**config.mk**
```make
export PLATFORM = sky130hd
export DESIGN_NAME = rover_top
export DESIGN_NICKNAME = d
export VERILOG_FILES = /design/src/logic/ir_pkg.sv /design/src/logic/drive_pkg.sv /design/src/logic/ir_nec_receiver.sv /design/src/logic/mode_controller.sv /design/src/logic/seg_display.sv /design/src/logic/rover_top.sv
export VERILOG_INCLUDE_DIRS = /design/src /design/src/logic
export SDC_FILE = /design/constraint.sdc
export NUM_CORES = 1
export LEC_CHECK = 0
export ABC_AREA = 1
export BUFFER_PORTS_ARGS = -buffer_cell sky130_fd_sc_hd__buf_4
export CORE_MARGIN = 5
export CORE_UTILIZATION = 40
export DETAILED_ROUTE_END_ITERATION = 16
export GPL_ROUTABILITY_DRIVEN = 0
export PLACE_DENSITY_LB_ADDON = 0.3
export SYNTH_ARGS = -nofsm -noshare
export SYNTH_HDL_FRONTEND = slang
export SYNTH_HIERARCHICAL = 1
export SYNTH_SLANG_ARGS = --single-unit
```
**constraint.sdc**
```tcl
create_clock -name clk_50 -period 3.3 [get_ports clk_50]
set_input_delay 0.33 -clock clk_50 [delete_from_list [all_inputs] [get_ports clk_50]]
set_output_delay 0.33 -clock clk_50 [all_outputs]
set_load 0.02 [all_outputs]
```
**src/logic/rover_params.svh**
```systemverilog
// build-wide constants; command codes assume the kit nec remote and an exact 50 mhz clock
`ifndef ROVER_PARAMS_SVH
`define ROVER_PARAMS_SVH

// board oscillator
`define ROVER_CLK_HZ 50000000

// one nec unit is 562.5 us, i.e. 9/16000 s
// divide first so the product stays inside 32 bits
`define NEC_UNIT_CYCLES (`ROVER_CLK_HZ / 16000 * 9)

// remote key codes, command byte of the nec frame
// power key toggles idle and manual
`define CMD_POWER 8'h12
// motion keys
`define CMD_FWD   8'h1A
`define CMD_BACK  8'h1E
`define CMD_LEFT  8'h14
`define CMD_RIGHT 8'h18
// halt, stays in manual
`define CMD_STOP  8'h16
// hand steering over to the camera
`define CMD_AUTO  8'h0F

// fixed level for motion keys in manual mode
`define MANUAL_SPEED 2'd2

`endif

```
**src/logic/ir_pkg.sv**
```systemverilog
// infrared link types only; button codes follow the command list order of the params header
package ir_pkg;

  // raw nec frame, first received bit at bit 0
  // [7:0] address, [15:8] ~address, [23:16] command, [31:24] ~command
  typedef logic [31:0] ir_frame_t;

  // one command byte
  typedef logic [7:0] ir_cmd_t;

  // decoded key index, 0 is no key
  typedef logic [2:0] button_t;

  // key indices as shown on the display
  localparam button_t btn_none  = 3'd0;
  localparam button_t btn_power = 3'd1;
  localparam button_t btn_fwd   = 3'd2;
  localparam button_t btn_back  = 3'd3;
  localparam button_t btn_left  = 3'd4;
  localparam button_t btn_right = 3'd5;
  localparam button_t btn_stop  = 3'd6;
  localparam button_t btn_auto  = 3'd7;

endpackage

```
**src/logic/drive_pkg.sv**
```systemverilog
// drive control types; enum ordinals are what the display shows, so keep the order fixed
package drive_pkg;

  // run mode
  // idle ignores all keys except power
  typedef enum logic [1:0] {
    idle   = 2'd0,
    manual = 2'd1,
    auto   = 2'd2
  } mode_t;

  // motor command towards the h-bridge side
  typedef enum logic [2:0] {
    stop       = 3'd0,
    forward    = 3'd1,
    reverse    = 3'd2,
    turn_left  = 3'd3,
    turn_right = 3'd4
  } drive_state_t;

  // direction code from the colour classifier
  typedef logic [2:0] cam_dir_t;

  // codes 4 to 7 are treated like none
  localparam cam_dir_t cam_none   = 3'd0;
  localparam cam_dir_t cam_left   = 3'd1;
  localparam cam_dir_t cam_centre = 3'd2;
  localparam cam_dir_t cam_right  = 3'd3;

  // motor speed level, 0 is standstill
  typedef logic [1:0] speed_t;

endpackage

```
**src/logic/ir_nec_receiver.sv**
```systemverilog
// plain nec only; address byte is not compared, repeat codes are dropped and the input idles high
`timescale 1ns/1ps
`include "rover_params.svh"

module ir_nec_receiver #(
  parameter int unit_cycles = `NEC_UNIT_CYCLES
) (
  input  logic            clk_50,
  input  logic            rst_n,
  input  logic            irda_rxd,
  output ir_pkg::ir_cmd_t cmd,
  output logic            cmd_valid,
  output logic            led_toggle
);

  localparam int cw = $clog2(unit_cycles + 1);

  // segment limits in rounded units
  localparam logic [5:0] lead_min    = 6'd12;
  localparam logic [5:0] data_min    = 6'd6;
  localparam logic [5:0] bit_one_min = 6'd3;
  localparam logic [4:0] space_limit = 5'd12;

  typedef enum logic [2:0] {
    wait_lead,
    lead_space,
    bit_mark,
    bit_space,
    stop
  } rx_state_t;

  rx_state_t         state;
  logic              rxd_s1;
  logic              rxd_s2;
  logic              mark;
  logic              mark_d;
  logic              mark_start;
  logic              mark_end;
  logic [cw-1:0]     cycle_cnt;
  logic [4:0]        unit_cnt;
  logic [5:0]        seg_units;
  logic [4:0]        bit_cnt;
  ir_pkg::ir_frame_t frame;
  logic              mark_ok;
  logic              bit_ok;
  logic              cmd_ok;
  logic              accept;

  // two-flop synchroniser with a high idle level
  always_ff @(posedge clk_50 or negedge rst_n) begin
    if (!rst_n) begin
      rxd_s1 <= 1'b1;
      rxd_s2 <= 1'b1;
      mark_d <= 1'b0;
    end else begin
      rxd_s1 <= irda_rxd;
      rxd_s2 <= rxd_s1;
      mark_d <= mark;
    end
  end

  // burst on the line is low
  assign mark       = ~rxd_s2;
  assign mark_start = mark & ~mark_d;
  assign mark_end   = ~mark & mark_d;

  // length of the current level is restarted on every edge
  // unit count saturates so long idles do not wrap
  always_ff @(posedge clk_50 or negedge rst_n) begin
    if (!rst_n) begin
      cycle_cnt <= '0;
      unit_cnt  <= '0;
    end else if (mark_start || mark_end) begin
      cycle_cnt <= '0;
      unit_cnt  <= '0;
    end else if (cycle_cnt == cw'(unit_cycles - 1)) begin
      cycle_cnt <= '0;
      if (unit_cnt != 5'h1F)
        unit_cnt <= unit_cnt + 5'd1;
    end else begin
      cycle_cnt <= cycle_cnt + cw'(1);
    end
  end

  // finished segment rounded to whole units
  assign seg_units = {1'b0, unit_cnt} + 6'(cycle_cnt >= cw'(unit_cycles / 2));

  // marks last one unit and spaces one (zero) or three (one) units
  assign mark_ok = (seg_units >= 6'd1) && (seg_units <= 6'd2);
  assign bit_ok  = (seg_units >= 6'd1) && (seg_units <= 6'd4);

  // command byte against its complement
  assign cmd_ok = (frame[23:16] == ~frame[31:24]);
  assign accept = (state == stop) && mark_end && mark_ok && cmd_ok;

  always_ff @(posedge clk_50 or negedge rst_n) begin
    if (!rst_n) begin
      state      <= wait_lead;
      bit_cnt    <= '0;
      cmd_valid  <= 1'b0;
      led_toggle <= 1'b0;
    end else begin
      cmd_valid <= accept;
      if (accept)
        led_toggle <= ~led_toggle;
      case (state)
        wait_lead: begin
          if (mark_end && seg_units >= lead_min)
            state <= lead_space;
        end
        lead_space: begin
          // an 8 unit space starts data and a 4 unit repeat space drops the frame
          if (mark_start) begin
            bit_cnt <= '0;
            state   <= (seg_units >= data_min) ? bit_mark : wait_lead;
          end else if (!mark && unit_cnt >= space_limit) begin
            state <= wait_lead;
          end
        end
        bit_mark: begin
          if (mark_end)
            state <= mark_ok ? bit_space : wait_lead;
        end
        bit_space: begin
          if (mark_start) begin
            bit_cnt <= bit_cnt + 5'd1;
            if (!bit_ok)
              state <= wait_lead;
            else if (bit_cnt == 5'd31)
              state <= stop;
            else
              state <= bit_mark;
          end else if (!mark && unit_cnt >= space_limit) begin
            state <= wait_lead;
          end
        end
        stop: begin
          // frame is judged at the end of the closing burst
          if (mark_end)
            state <= wait_lead;
        end
        default: state <= wait_lead;
      endcase
    end
  end

  // lsb-first shift with the new bit entering at the top
  always_ff @(posedge clk_50) begin
    if (state == bit_space && mark_start && bit_ok)
      frame <= {seg_units >= bit_one_min, frame[31:1]};
    if (accept)
      cmd <= frame[23:16];
  end

endmodule

```
**src/logic/mode_controller.sv**
```systemverilog
// keys act only on the strobe cycle; in idle every key but power is ignored, button included
`timescale 1ns/1ps
`include "rover_params.svh"

module mode_controller (
  input  logic                    clk_50,
  input  logic                    rst_n,
  input  ir_pkg::ir_cmd_t         cmd,
  input  logic                    cmd_valid,
  input  drive_pkg::cam_dir_t     cam_dir,
  input  drive_pkg::speed_t       speed,
  output ir_pkg::button_t         button,
  output drive_pkg::mode_t        mode,
  output drive_pkg::drive_state_t drive_state,
  output drive_pkg::speed_t       motor_speed
);

  ir_pkg::button_t         cmd_button;
  drive_pkg::drive_state_t auto_drive;
  drive_pkg::speed_t       auto_speed;
  logic                    active;

  // remote code to key index, 0 for unknown codes
  always_comb begin
    case (cmd)
      `CMD_POWER: cmd_button = ir_pkg::btn_power;
      `CMD_FWD:   cmd_button = ir_pkg::btn_fwd;
      `CMD_BACK:  cmd_button = ir_pkg::btn_back;
      `CMD_LEFT:  cmd_button = ir_pkg::btn_left;
      `CMD_RIGHT: cmd_button = ir_pkg::btn_right;
      `CMD_STOP:  cmd_button = ir_pkg::btn_stop;
      `CMD_AUTO:  cmd_button = ir_pkg::btn_auto;
      default:    cmd_button = ir_pkg::btn_none;
    endcase
  end

  // camera steering
  always_comb begin
    case (cam_dir)
      drive_pkg::cam_left:   auto_drive = drive_pkg::turn_left;
      drive_pkg::cam_centre: auto_drive = drive_pkg::forward;
      drive_pkg::cam_right:  auto_drive = drive_pkg::turn_right;
      drive_pkg::cam_none:   auto_drive = drive_pkg::stop;
      default:               auto_drive = drive_pkg::stop;
    endcase
  end

  // no speed while standing
  assign auto_speed = (auto_drive == drive_pkg::stop) ? 2'd0 : speed;

  assign active = (mode != drive_pkg::idle);

  always_ff @(posedge clk_50 or negedge rst_n) begin
    if (!rst_n) begin
      button      <= ir_pkg::btn_none;
      mode        <= drive_pkg::idle;
      drive_state <= drive_pkg::stop;
      motor_speed <= 2'd0;
    end else if (cmd_valid && cmd_button == ir_pkg::btn_power) begin
      // power always lands on a standstill
      button      <= cmd_button;
      mode        <= active ? drive_pkg::idle : drive_pkg::manual;
      drive_state <= drive_pkg::stop;
      motor_speed <= 2'd0;
    end else if (cmd_valid && active && cmd_button != ir_pkg::btn_none) begin
      button <= cmd_button;
      case (cmd_button)
        ir_pkg::btn_fwd: begin
          mode        <= drive_pkg::manual;
          drive_state <= drive_pkg::forward;
          motor_speed <= `MANUAL_SPEED;
        end
        ir_pkg::btn_back: begin
          mode        <= drive_pkg::manual;
          drive_state <= drive_pkg::reverse;
          motor_speed <= `MANUAL_SPEED;
        end
        ir_pkg::btn_left: begin
          mode        <= drive_pkg::manual;
          drive_state <= drive_pkg::turn_left;
          motor_speed <= `MANUAL_SPEED;
        end
        ir_pkg::btn_right: begin
          mode        <= drive_pkg::manual;
          drive_state <= drive_pkg::turn_right;
          motor_speed <= `MANUAL_SPEED;
        end
        ir_pkg::btn_stop: begin
          mode        <= drive_pkg::manual;
          drive_state <= drive_pkg::stop;
          motor_speed <= 2'd0;
        end
        default: begin
          // auto key, take the camera view right away
          mode        <= drive_pkg::auto;
          drive_state <= auto_drive;
          motor_speed <= auto_speed;
        end
      endcase
    end else if (mode == drive_pkg::auto) begin
      // follow the camera every cycle
      drive_state <= auto_drive;
      motor_speed <= auto_speed;
    end
  end

endmodule

```
**src/logic/seg_display.sv**
```systemverilog
// four active-low digits, segment g in bit 6; values above 9 show as hex letters
`timescale 1ns/1ps

module seg_display (
  input  logic                    clk_50,
  input  logic                    rst_n,
  input  ir_pkg::button_t         button,
  input  drive_pkg::mode_t        mode,
  input  drive_pkg::drive_state_t drive_state,
  input  drive_pkg::speed_t       speed,
  output logic [6:0]              hex0,
  output logic [6:0]              hex1,
  output logic [6:0]              hex2,
  output logic [6:0]              hex3
);

  // nibble to gfedcba, lit segment is 0
  function automatic logic [6:0] seg7(input logic [3:0] v);
    case (v)
      4'h0:    seg7 = 7'b1000000;
      4'h1:    seg7 = 7'b1111001;
      4'h2:    seg7 = 7'b0100100;
      4'h3:    seg7 = 7'b0110000;
      4'h4:    seg7 = 7'b0011001;
      4'h5:    seg7 = 7'b0010010;
      4'h6:    seg7 = 7'b0000010;
      4'h7:    seg7 = 7'b1111000;
      4'h8:    seg7 = 7'b0000000;
      4'h9:    seg7 = 7'b0010000;
      4'hA:    seg7 = 7'b0001000;
      4'hB:    seg7 = 7'b0000011;
      4'hC:    seg7 = 7'b1000110;
      4'hD:    seg7 = 7'b0100001;
      4'hE:    seg7 = 7'b0000110;
      default: seg7 = 7'b0001110;
    endcase
  endfunction

  // all digits start on 0
  always_ff @(posedge clk_50 or negedge rst_n) begin
    if (!rst_n) begin
      hex0 <= 7'b1000000;
      hex1 <= 7'b1000000;
      hex2 <= 7'b1000000;
      hex3 <= 7'b1000000;
    end else begin
      hex0 <= seg7({1'b0, button});
      hex1 <= seg7({2'b00, mode});
      hex2 <= seg7({1'b0, drive_state});
      hex3 <= seg7({2'b00, speed});
    end
  end

endmodule

```
**src/logic/rover_top.sv**
```systemverilog
// camera, audio and pll live outside; cam_dir and speed must already be in the clk_50 domain
`timescale 1ns/1ps
`include "rover_params.svh"

module rover_top #(
  parameter int unit_cycles = `NEC_UNIT_CYCLES
) (
  input  logic                    clk_50,
  input  logic                    rst_n,
  input  logic                    irda_rxd,
  input  drive_pkg::cam_dir_t     cam_dir,
  input  drive_pkg::speed_t       speed,
  output logic [6:0]              hex0,
  output logic [6:0]              hex1,
  output logic [6:0]              hex2,
  output logic [6:0]              hex3,
  output logic                    led_toggle,
  output drive_pkg::mode_t        mode,
  output drive_pkg::drive_state_t drive_state,
  output drive_pkg::speed_t       motor_speed
);

  ir_pkg::ir_cmd_t cmd;
  logic            cmd_valid;
  ir_pkg::button_t button;

  // remote frames to command strobes
  ir_nec_receiver #(
    .unit_cycles(unit_cycles)
  ) u_ir_nec_receiver (
    .clk_50    (clk_50),
    .rst_n     (rst_n),
    .irda_rxd  (irda_rxd),
    .cmd       (cmd),
    .cmd_valid (cmd_valid),
    .led_toggle(led_toggle)
  );

  // mode and drive state
  mode_controller u_mode_controller (
    .clk_50     (clk_50),
    .rst_n      (rst_n),
    .cmd        (cmd),
    .cmd_valid  (cmd_valid),
    .cam_dir    (cam_dir),
    .speed      (speed),
    .button     (button),
    .mode       (mode),
    .drive_state(drive_state),
    .motor_speed(motor_speed)
  );

  // hex0 key, hex1 mode, hex2 drive, hex3 speed
  seg_display u_seg_display (
    .clk_50     (clk_50),
    .rst_n      (rst_n),
    .button     (button),
    .mode       (mode),
    .drive_state(drive_state),
    .speed      (motor_speed),
    .hex0       (hex0),
    .hex1       (hex1),
    .hex2       (hex2),
    .hex3       (hex3)
  );

endmodule

```
==> impl_metrics.json, run 1 <==
{
  "synth-async-reset-ratio_pct": 73.6,
  "seqCellArea_mm2": 0.00240,
  "fin_worst_skew_ns": 0.00553,
  "cts_resized": 0,
  "drv_slew": 0,
  "antenna_found_initial": 0,
  "finalCoreUtilization_pct": 46.5,
  "drc": 0,
  "cts_max_level": 3,
  "synthCells": 548,
  "die_h_um": 120,
  "cts_sinks": 91,
  "seq_area_frac_synth_pct": 49.7,
  "end_kind": "flip-flop",
  "grt_start_max_net_pins": 68,
  "grt_pass1_wl_um": 15600,
  "synth.distinct_cells": 42,
  "start_util_pct": 40.5,
  "firstDrtPassIters": 4,
  "diodes": 0,
  "core.rowCount": 40,
  "ys.flop_type": "dfrtp_1",
  "cp_slowest_stage_delay_ns": 0.40,
  "overflow": 0,
  "crit_buf_inv": 4,
  "grt_pass1_vias": 3532,
  "cts_buffer_depth": 2,
  "synth_area_mm2": 0.00484,
  "synth_edf_count": 24,
  "grt_setup_unrepaired": "no",
  "fin_area_mm2": 0.00557,
  "drive_gt1_share_pct": 22.1,
  "coreArea_mm2": 0.0120,
  "ys_seq_elements": 91,
  "nets": 623,
  "crit_type": "flip-flop to flip-flop",
  "cp.required_ns": 3.36,
  "ir_drop_mv": 0.207,
  "drt-wirelength-per-cell_um": 12.0,
  "dieArea_mm2": 0.0144,
  "cts_tree": "done",
  "wl_um": 8950,
  "cts_setup_buffers": 0,
  "crit_arrival_ns": 3.04,
  "r2r_cells": 21,
  "hold_viol": 0,
  "die_w_um": 120,
  "place_area_mm2": 0.00527,
  "hold_class": "input port to asynchronous set/reset pin",
  "power.density_mw_per_mm2": 405,
  "fmax_ghz": 0.335,
  "grt_usage_pct": 13.4,
  "path_delay_family": "simple AND/OR/NAND/NOR gates",
  "cp_max_fo": 9,
  "yosysWarnings": 6,
  "io_pins": 44,
  "setup_viol": 0,
  "slew_headroom_pct": 45.9,
  "io_buffers": 41,
  "multi_input_area_mm2": 0.00201,
  "path_clk_slew_ns": 0.06,
  "cp-start-kind": "flip-flop",
  "root_buffer": "clkbuf_16",
  "fin_crit_sh_pct": 90.4,
  "leakagePower_nw": 2.61,
  "drtAntennaViolNets": 0,
  "vias": 3599,
  "vias_per_cell": 4.83,
  "drt_iter0_markers": 248,
  "maxCapViolations": 0,
  "hpwl_um": 6610,
  "status": "complete, no violations",
  "fill_cells": 1134,
  "syn-mean-instance-area_um2": 8.83,
  "worst_pin_slew_ns": 0.812,
  "path_depth": 21,
  "cts_buffers": 9,
  "tns_ns": 0,
  "postCtsHoldBufs": 0,
  "insertion_delay_ns": 0.35,
  "min_period_ns": 2.98,
  "crit_chain": "inv_1 > ha_1 > nor2_1 > o21ai_0 > nand3_1 > a21oi_1 > nor2_1 > o21bai_1 > ha_1 > ha_1 > inv_1 > nor2_4 > nand2_1 > nand2_1 > nand2_2 > nor2_4 > nand2_2 > nor2_4 > inv_2 > nor2_1 > buf_4",
  "area_growth_pct": 15.0,
  "slowest_stage": "dfrtp_1"
}
-- report_power, final --
group | leakage [nW] | switching [mW] | total (mW) | internal [mW]
Combinational | 1.48 | 0.0471 | 0.0674 | 0.0204
Sequential | 0.993 | 0.00707 | 1.17 | 1.16
Clock | 0.145 | 0.438 | 1.02 | 0.582
Total | 2.61 | 0.492 | 2.25 | 1.76
-- layout make-up --
cell class              instances  area share (%)
repair buffers                 43            5.80
clock buffers                  12            4.81
inverters                      91            6.16
clock inverters                 4           0.562
flip-flops and latches         91            43.2
well taps                     147            3.30
multi-input cells             357            36.2
-- sequential cells by signal, summed over array words and instances (netlist names), 2 cells and up --
register                       flops
u_ir_nec_receiver/frame           16
u_ir_nec_receiver/cycle_cnt       15
u_ir_nec_receiver/cmd              8
u_seg_display/hex0                 7
u_seg_display/hex2                 7
u_ir_nec_receiver/bit_cnt          5
u_ir_nec_receiver/unit_cnt         5
u_seg_display/hex1                 5
u_seg_display/hex3                 5
u_ir_nec_receiver/state            3
u_mode_controller/button           3
u_mode_controller/drive_state      3
u_mode_controller/mode             2
u_mode_controller/motor_speed      2
-- routing by layer --
layer	vias up	track usage [%]	share of wire, %
li1	1828	-	-
met1	1667	15.5	46
met2	85	22.3	47
met3	19	5.00	5.7
met4	0	5.15	2.2
met5	-	0	0
-- placed cells by master (no fill, tap or decap), drive strengths merged --
cell type	n
a31oi	1
dfrtp	61
o22ai	1
and2	2
conb	2
nand4	9
a21oi	25
nor3	16
o211ai	1
nor4	1
o21bai	1
xor2	2
nand3b	2
or2	2
nor2	74
xnor2	1
edfxtp	24
nand3	40
ha	22
clkinvlp	1
nand2	131
buf	43
o21a	1
a22o	3
clkbuf	12
nor3b	2
clkinv	2
dfstp	6
o21ai	18
inv	92
-- worst reg2reg max path, cell delays in order, from the launching register on --
cell	delay, ns
dfrtp_1	0.40
inv_1	0.09
ha_1	0.14
nor2_1	0.03
o21ai_0	0.14
nand3_1	0.09
a21oi_1	0.15
nor2_1	0.06
o21bai_1	0.14
ha_1	0.21
ha_1	0.23
inv_1	0.11
nor2_4	0.12
nand2_1	0.05
nand2_1	0.07
nand2_2	0.06
nor2_4	0.11
nand2_2	0.08
nor2_4	0.10
inv_2	0.03
nor2_1	0.10
buf_4	0.18
-- stage by stage --
step | std cells | worst slack, ns | total power [mW] | hold slack [ns]
detailed placement | 729 | 0.325 | 1.26 | 0.349
global route | 745 | 0.0623 | 2.35 | 0.0761
global placement | 729 | 0.415 | 1.26 | 0.346
CTS | 745 | 0.307 | 2.29 | 0.0758
floorplan | 549 | 0.157 | 1.23 | 0.0344
finish | 745 | 0.316 | 2.25 | 0.0866
-- synth_stat cells (3+ instances only) --
cell	instances	share of area, %
nor2_2	12	1.6
nand4_1	9	1.2
nor3_1	11	1.1
nand2_1	116	9.0
a22o_1	3	0.54
edfxtp_1	24	15
nor3_2	5	1.0
o21ai_2	4	0.72
dfrtp_1	61	32
a21oi_1	22	2.3
o21ai_1	3	0.31
nand3_1	34	3.5
buf_6	4	0.93
inv_2	12	0.93
dfstp_2	6	3.3
nand2_4	6	1.4
nand2_2	9	1.2
nand3_2	5	1.0
buf_4	4	0.62
o21ai_0	11	1.1
ha_1	22	5.7
inv_1	78	6.0
nor2_4	8	1.9
nor2_1	54	4.2
-- cells by family (layout without fill, tap and decap cells) --
group,count (synthesis),in the layout,share of synthesized area [%]
simple gates,279,279,28.7
buf+inv,101,150,8.79
compound gates,51,51,6.57
xor+xnor,3,3,0.543
fa+ha+maj,22,22,5.69
other cells,1,2,0.0775
flops,91,91,49.7
-- worst paths after layout --
kind | from | endpoint | slack, ns
min in group clk_50 | irda_rxd | u_ir_nec_receiver/rxd_s1 | 0.09
setup / recovery | u_ir_nec_receiver/cycle_cnt[0] | u_ir_nec_receiver/cmd[1] | 0.32
hold / removal | rst_n | u_seg_display/hex0[1] | 0.09
max in group asynchronous | rst_n | u_seg_display/hex3[2] | 2.69
hold reg to reg | u_ir_nec_receiver/rxd_s1 | u_ir_nec_receiver/rxd_s2 | 0.36
setup reg to reg | u_ir_nec_receiver/cycle_cnt[0] | u_ir_nec_receiver/cmd[1] | 0.32
Note: power is estimated with default switching activity, not from simulation.
==> inputs of run 2 (changes only) <==
Settings changed: REMOVE_ABC_BUFFERS from default to 1.
==> run 2 against run 1 <==
Compared with the run above:
- fmax increased by 1.2%
- sequential cell count did not move
- utilization grew 0.39 points
- sequential share of layout area fell by 0.36 points
- cell count up 0.27%
- power increased by 4.3%
- critical path depth is the same
- via count rose by 1.5%
- largest cell class unchanged
==> impl_metrics.json, run 2 (synthesized netlist as in run 1, its figures left out) <==
{
  "insertion_delay_ns": 0.34,
  "fin_ws_ns": 0.352,
  "fill_cells": 1134,
  "tns_ns": 0,
  "final_common_cell": "nand2_1",
  "die_w_um": 120,
  "hold_class": "input port to asynchronous set/reset pin",
  "slew_headroom_pct": 45.1,
  "cts_tree": "done",
  "overflow": 0,
  "reg.largest.list": "u_ir_nec_receiver/frame (16), u_ir_nec_receiver/cycle_cnt (15), u_ir_nec_receiver/cmd (8)",
  "drt-wirelength-per-cell_um": 12.1,
  "power.density_mw_per_mm2": 419,
  "status": "complete, no violations",
  "cp-start-kind": "flip-flop",
  "cts_max_level": 3,
  "top_register": "u_ir_nec_receiver/frame",
  "drive_gt1_share_pct": 23.0,
  "grt_pass1_wl_um": 16400,
  "cp.required_ns": 3.35,
  "crit_arrival_ns": 3.00,
  "area_growth_pct": 16.0,
  "end_kind": "flip-flop",
  "largest_reg_flops": 16,
  "multi_input_area_mm2": 0.00202,
  "drt_iter0_markers": 236,
  "min_period_ns": 2.95,
  "vias_per_cell": 4.89,
  "seqCellArea_mm2": 0.00240,
  "vias": 3652,
  "fin_area_mm2": 0.00561,
  "diodes": 0,
  "ir_drop_mv": 0.236,
  "leakagePower_nw": 2.63,
  "path_clk_slew_ns": 0.06,
  "io_buffers": 41,
  "layout_common_cells": "116 x nand2_1, 78 x inv_1, 61 x dfrtp_1, 53 x nor2_1, 44 x buf_4",
  "core.rowCount": 40,
  "nets": 625,
  "cts_sinks": 91,
  "setup_viol": 0,
  "cts_buffers": 9,
  "drc": 0,
  "grt_start_max_net_pins": 68,
  "coreArea_mm2": 0.0120,
  "fmax_ghz": 0.339,
  "cp_max_fo": 4,
  "wl_um": 9000,
  "postCtsHoldBufs": 0,
  "place_area_mm2": 0.00527,
  "die_h_um": 120,
  "hold_viol": 0,
  "root_buffer": "clkbuf_16",
  "firstDrtPassIters": 5,
  "antenna_found_initial": 0,
  "fin_crit_sh_pct": 89.3,
  "worst_pin_slew_ns": 0.824,
  "cts_buffer_depth": 2,
  "reg2reg_slack_ns": 0.35,
  "hpwl_um": 6730,
  "io_pins": 44,
  "start_util_pct": 40.5,
  "drv_slew": 0,
  "dieArea_mm2": 0.0144,
  "fin_worst_skew_ns": 0.00634,
  "grt_setup_unrepaired": "no",
  "grt_usage_pct": 13.7,
  "crit_type": "flip-flop to flip-flop",
  "pre_cts_ws_ns": 0.331,
  "drtAntennaViolNets": 0,
  "grt_pass1_vias": 3664,
  "maxCapViolations": 0
}
==> run 2: cell count changes in the layout (fill, tap and decap cells not counted), sizes merged <==
| cell | before | now |
|---|---|---|
| clkbuf | 12 | 10 |
| buf | 43 | 45 |
| bufinv | 0 | 2 |
| clkinvlp | 1 | 0 |
| inv | 92 | 93 |
==> run 2: through the flow <==
stage / cells / hold slack [ns] / util (%) / total power, mW
finish: 747 / 0.0859 / 46.9 / 2.35
global route: 747 / 0.0849 / 46.9 / 2.45
CTS: 745 / 0.0829 / 46.8 / 2.39
detailed placement: 729 / 0.351 / 44.0 / 1.26
global placement: 729 / 0.345 / 44.0 / 1.26
floorplan: 539 / 0.0344 / - / 1.22
==> run 2: path summary, 6_finish.rpt <==
kind	start	to	depth (start not counted)
worst max register to register	u_ir_nec_receiver/cycle_cnt[0]	u_ir_nec_receiver/cmd[7]	21
worst max-delay path	u_ir_nec_receiver/cycle_cnt[0]	u_ir_nec_receiver/cmd[7]	21
max in group asynchronous	rst_n	u_ir_nec_receiver/bit_cnt[4]	1
worst min register to register	u_ir_nec_receiver/rxd_s1	u_ir_nec_receiver/rxd_s2	0
worst min-delay path	rst_n	u_seg_display/hex0[1]	1
min in group clk_50	irda_rxd	u_ir_nec_receiver/rxd_s1	1
==> run 2: repair_timing <==
action	4_1_cts	5_1_grt
buffers inserted	0	1
setup endpoints to repair	0	8
gates resized for setup	0	5
==> run 2: power breakdown <==
part / internal [mW] / switching (mW)
clock network: 0.676 / 0.440
logic: 0.0206 / 0.0476
registers: 1.16 / 0.00717
total: 1.86 / 0.495
==> run 2: metal layers <==
metal  wire length [um]  vias to the layer above  GRT usage, %
met1               4040                     1711          16.7
met4                127                        0          5.23
met5                  0                        -             0
li1                   -                     1842             -
met3                455                       10          3.44
met2               4380                       89          23.4
==> run 2: layout make-up <==
type | instances | share of cell area [%]
inverter | 91 | 6.11
tap | 147 | 3.28
sequential | 91 | 42.8
timing repair buffer | 45 | 5.97
multi-input combinational | 357 | 36.0
clock inverter | 6 | 1.69
clock buffer | 10 | 4.10
==> run 2: critical path, stage by stage (launching register included) <==
cell	delay, ns
dfrtp_1	0.41
inv_1	0.09
ha_1	0.15
nor2_1	0.04
o21ai_1	0.11
nand3_1	0.08
a21oi_1	0.14
nor2_1	0.06
o21bai_1	0.17
ha_2	0.22
ha_2	0.21
inv_1	0.10
nor2_4	0.12
nand2_1	0.05
nand2_1	0.08
nand2_2	0.06
nor2_4	0.11
nand2_2	0.07
nor2_4	0.10
inv_2	0.04
nor2_2	0.11
buf_2	0.15
==> inputs of run 3 (changes only) <==
Settings changed: CTS_BUF_LIST from default to sky130_fd_sc_hd__clkbuf_8.
==> run 3 against run 2 <==
Compared with the run above:
- register-to-register slack is essentially flat
- combinational power grew 3.5%
- sequential power is essentially flat
- critical path type unchanged
==> impl_metrics.json, run 3 (synthesized netlist as in run 1, its figures left out) <==
{
  "status": "complete, no violations",
  "cp.required_ns": 3.38,
  "seqCellArea_mm2": 0.00240,
  "grt_pass1_wl_um": 16300,
  "slew_headroom_pct": 45.5,
  "layout_common_cells": "116 x nand2_1, 79 x inv_1, 61 x dfrtp_1, 53 x nor2_1, 46 x buf_4",
  "core.rowCount": 40,
  "wl_um": 8970,
  "die_w_um": 120,
  "min_period_ns": 2.96,
  "die_h_um": 120,
  "drtAntennaViolNets": 0,
  "drt_iter0_markers": 243,
  "internal_power_mw": 1.62,
  "endpoint": "u_ir_nec_receiver/cmd[6]",
  "r2r_cells": 21,
  "fin_ws_ns": 0.339,
  "cts_buffer_depth": 2,
  "rr_endpoint": "u_ir_nec_receiver/cmd[6]",
  "drive_gt1_share_pct": 23.0,
  "final_common_cell": "nand2_1",
  "postCtsHoldBufs": 0,
  "multi_input_area_mm2": 0.00202,
  "p_switching_uw": 469,
  "cp_max_fo": 5,
  "drv_slew": 0,
  "place_area_mm2": 0.00527,
  "fin_hold_ws_ns": 0.0541,
  "leakagePower_nw": 2.59,
  "grt_setup_unrepaired": "no",
  "firstDrtPassIters": 4,
  "root_buffer": "clkbuf_8",
  "power_mw": 2.08,
  "cp-startpoint": "u_ir_nec_receiver/cycle_cnt[0]",
  "tns_ns": 0,
  "swShare_pct": 22.5,
  "top_register": "u_ir_nec_receiver/frame",
  "coreArea_mm2": 0.0120,
  "instances_no_fill": 748,
  "hold_class": "input port to asynchronous set/reset pin",
  "fin_area_mm2": 0.00552,
  "reg.largest.list": "u_ir_nec_receiver/frame (16), u_ir_nec_receiver/cycle_cnt (15), u_ir_nec_receiver/cmd (8)",
  "setup_viol": 0,
  "largest_reg_flops": 16,
  "antenna_found_initial": 0,
  "p_seq_share_pct": 55.9,
  "diodes": 0,
  "io_pins": 44,
  "vias": 3641,
  "fin_crit_sh_pct": 89.7,
  "path_clk_slew_ns": 0.09,
  "fmax_ghz": 0.338,
  "hold_viol": 0,
  "dieArea_mm2": 0.0144,
  "nets": 626,
  "cts_sinks": 91,
  "crit_type": "flip-flop to flip-flop",
  "power.density_mw_per_mm2": 377,
  "end_kind": "flip-flop",
  "pre_cts_ws_ns": 0.331,
  "cts_buffers": 9,
  "crit_arrival_ns": 3.04,
  "finalCoreUtilization_pct": 46.2,
  "power_frac_comb_pct": 3.4,
  "fin_worst_skew_ns": 0.0111,
  "area_growth_pct": 14.1,
  "cp-start-kind": "flip-flop",
  "fill_cells": 1151,
  "start_util_pct": 40.5,
  "ir_drop_mv": 0.206,
  "p_clk_share_pct": 40.7,
  "io_buffers": 41,
  "overflow": 0,
  "cts_max_level": 3,
  "reg2reg_slack_ns": 0.34,
  "hpwl_um": 6730,
  "r2r-start": "u_ir_nec_receiver/cycle_cnt[0]",
  "dp_cells": 729,
  "worst_pin_slew_ns": 0.818,
  "grt_start_max_net_pins": 68,
  "grt_usage_pct": 13.5,
  "cts_tree": "done",
  "insertion_delay_ns": 0.36,
  "drc": 0,
  "vias_per_cell": 4.87,
  "drt-wirelength-per-cell_um": 12.0,
  "grt_pass1_vias": 3664,
  "maxCapViolations": 0
}
## run 3: critical path, stage by stage, from the launching register on
cell,delay (ns)
dfrtp_1,0.41
inv_1,0.09
ha_1,0.15
nor2_1,0.04
o21ai_1,0.11
nand3_1,0.08
a21oi_1,0.14
nor2_1,0.06
o21bai_1,0.17
ha_2,0.22
ha_2,0.21
inv_1,0.10
nor2_4,0.12
nand2_1,0.05
nand2_1,0.08
nand2_2,0.06
nor2_4,0.12
nand2_2,0.08
nor2_4,0.10
inv_2,0.04
nor2_2,0.11
buf_4,0.16
## run 3: how the worst min path moves through the flow
| stage | from | endpoint | slack (ns) | cells past startpoint |
|---|---|---|---|---|
| CTS | irda_rxd | u_ir_nec_receiver/rxd_s1 | 0.05 | 1 |
| global route | irda_rxd | u_ir_nec_receiver/rxd_s1 | 0.05 | 1 |
| floorplan | rst_n | u_ir_nec_receiver/bit_cnt[0] | 0.03 | 0 |
| detailed placement | u_ir_nec_receiver/rxd_s1 | u_ir_nec_receiver/rxd_s2 | 0.35 | 0 |
| global placement | u_ir_nec_receiver/rxd_s1 | u_ir_nec_receiver/rxd_s2 | 0.35 | 0 |
| finish | rst_n | u_seg_display/hex0[1] | 0.05 | 1 |
## run 3: layout make-up
type                       instances  share of cell area [%]
inverter                          91                    6.21
timing repair buffer              46                    6.25
sequential                        91                    43.6
clock buffer                       9                    2.24
tap                              147                    3.33
multi-input combinational        357                    36.6
clock inverter                     7                    1.79
## run 3: timing repair
item / CTS / global route
setup endpoints to repair: 0 / 8
gates resized for setup: 0 / 6
setup buffers: 0 / 2
## run 3: per-layer routing
layer  track usage [%]  share of wire (%)  up-vias
li1                  -                  -     1839
met1              16.6                 45     1708
met2              23.3                 49       86
met3              3.02                5.5        8
met4              4.58                1.0        0
met5                 0                  0        -
## run 3: power by group through the flow
| stage | Sequential [mW] | Clock (mW) | Combinational, mW |
|---|---|---|---|
| after global routing | 1.17 | 0.925 | 0.0821 |
| after CTS | 1.17 | 0.880 | 0.0705 |
| after floorplan | 1.19 | 0 | 0.0370 |
| final | 1.17 | 0.848 | 0.0707 |
| after detailed placement | 1.19 | 0 | 0.0702 |
| after global placement | 1.19 | 0 | 0.0688 |
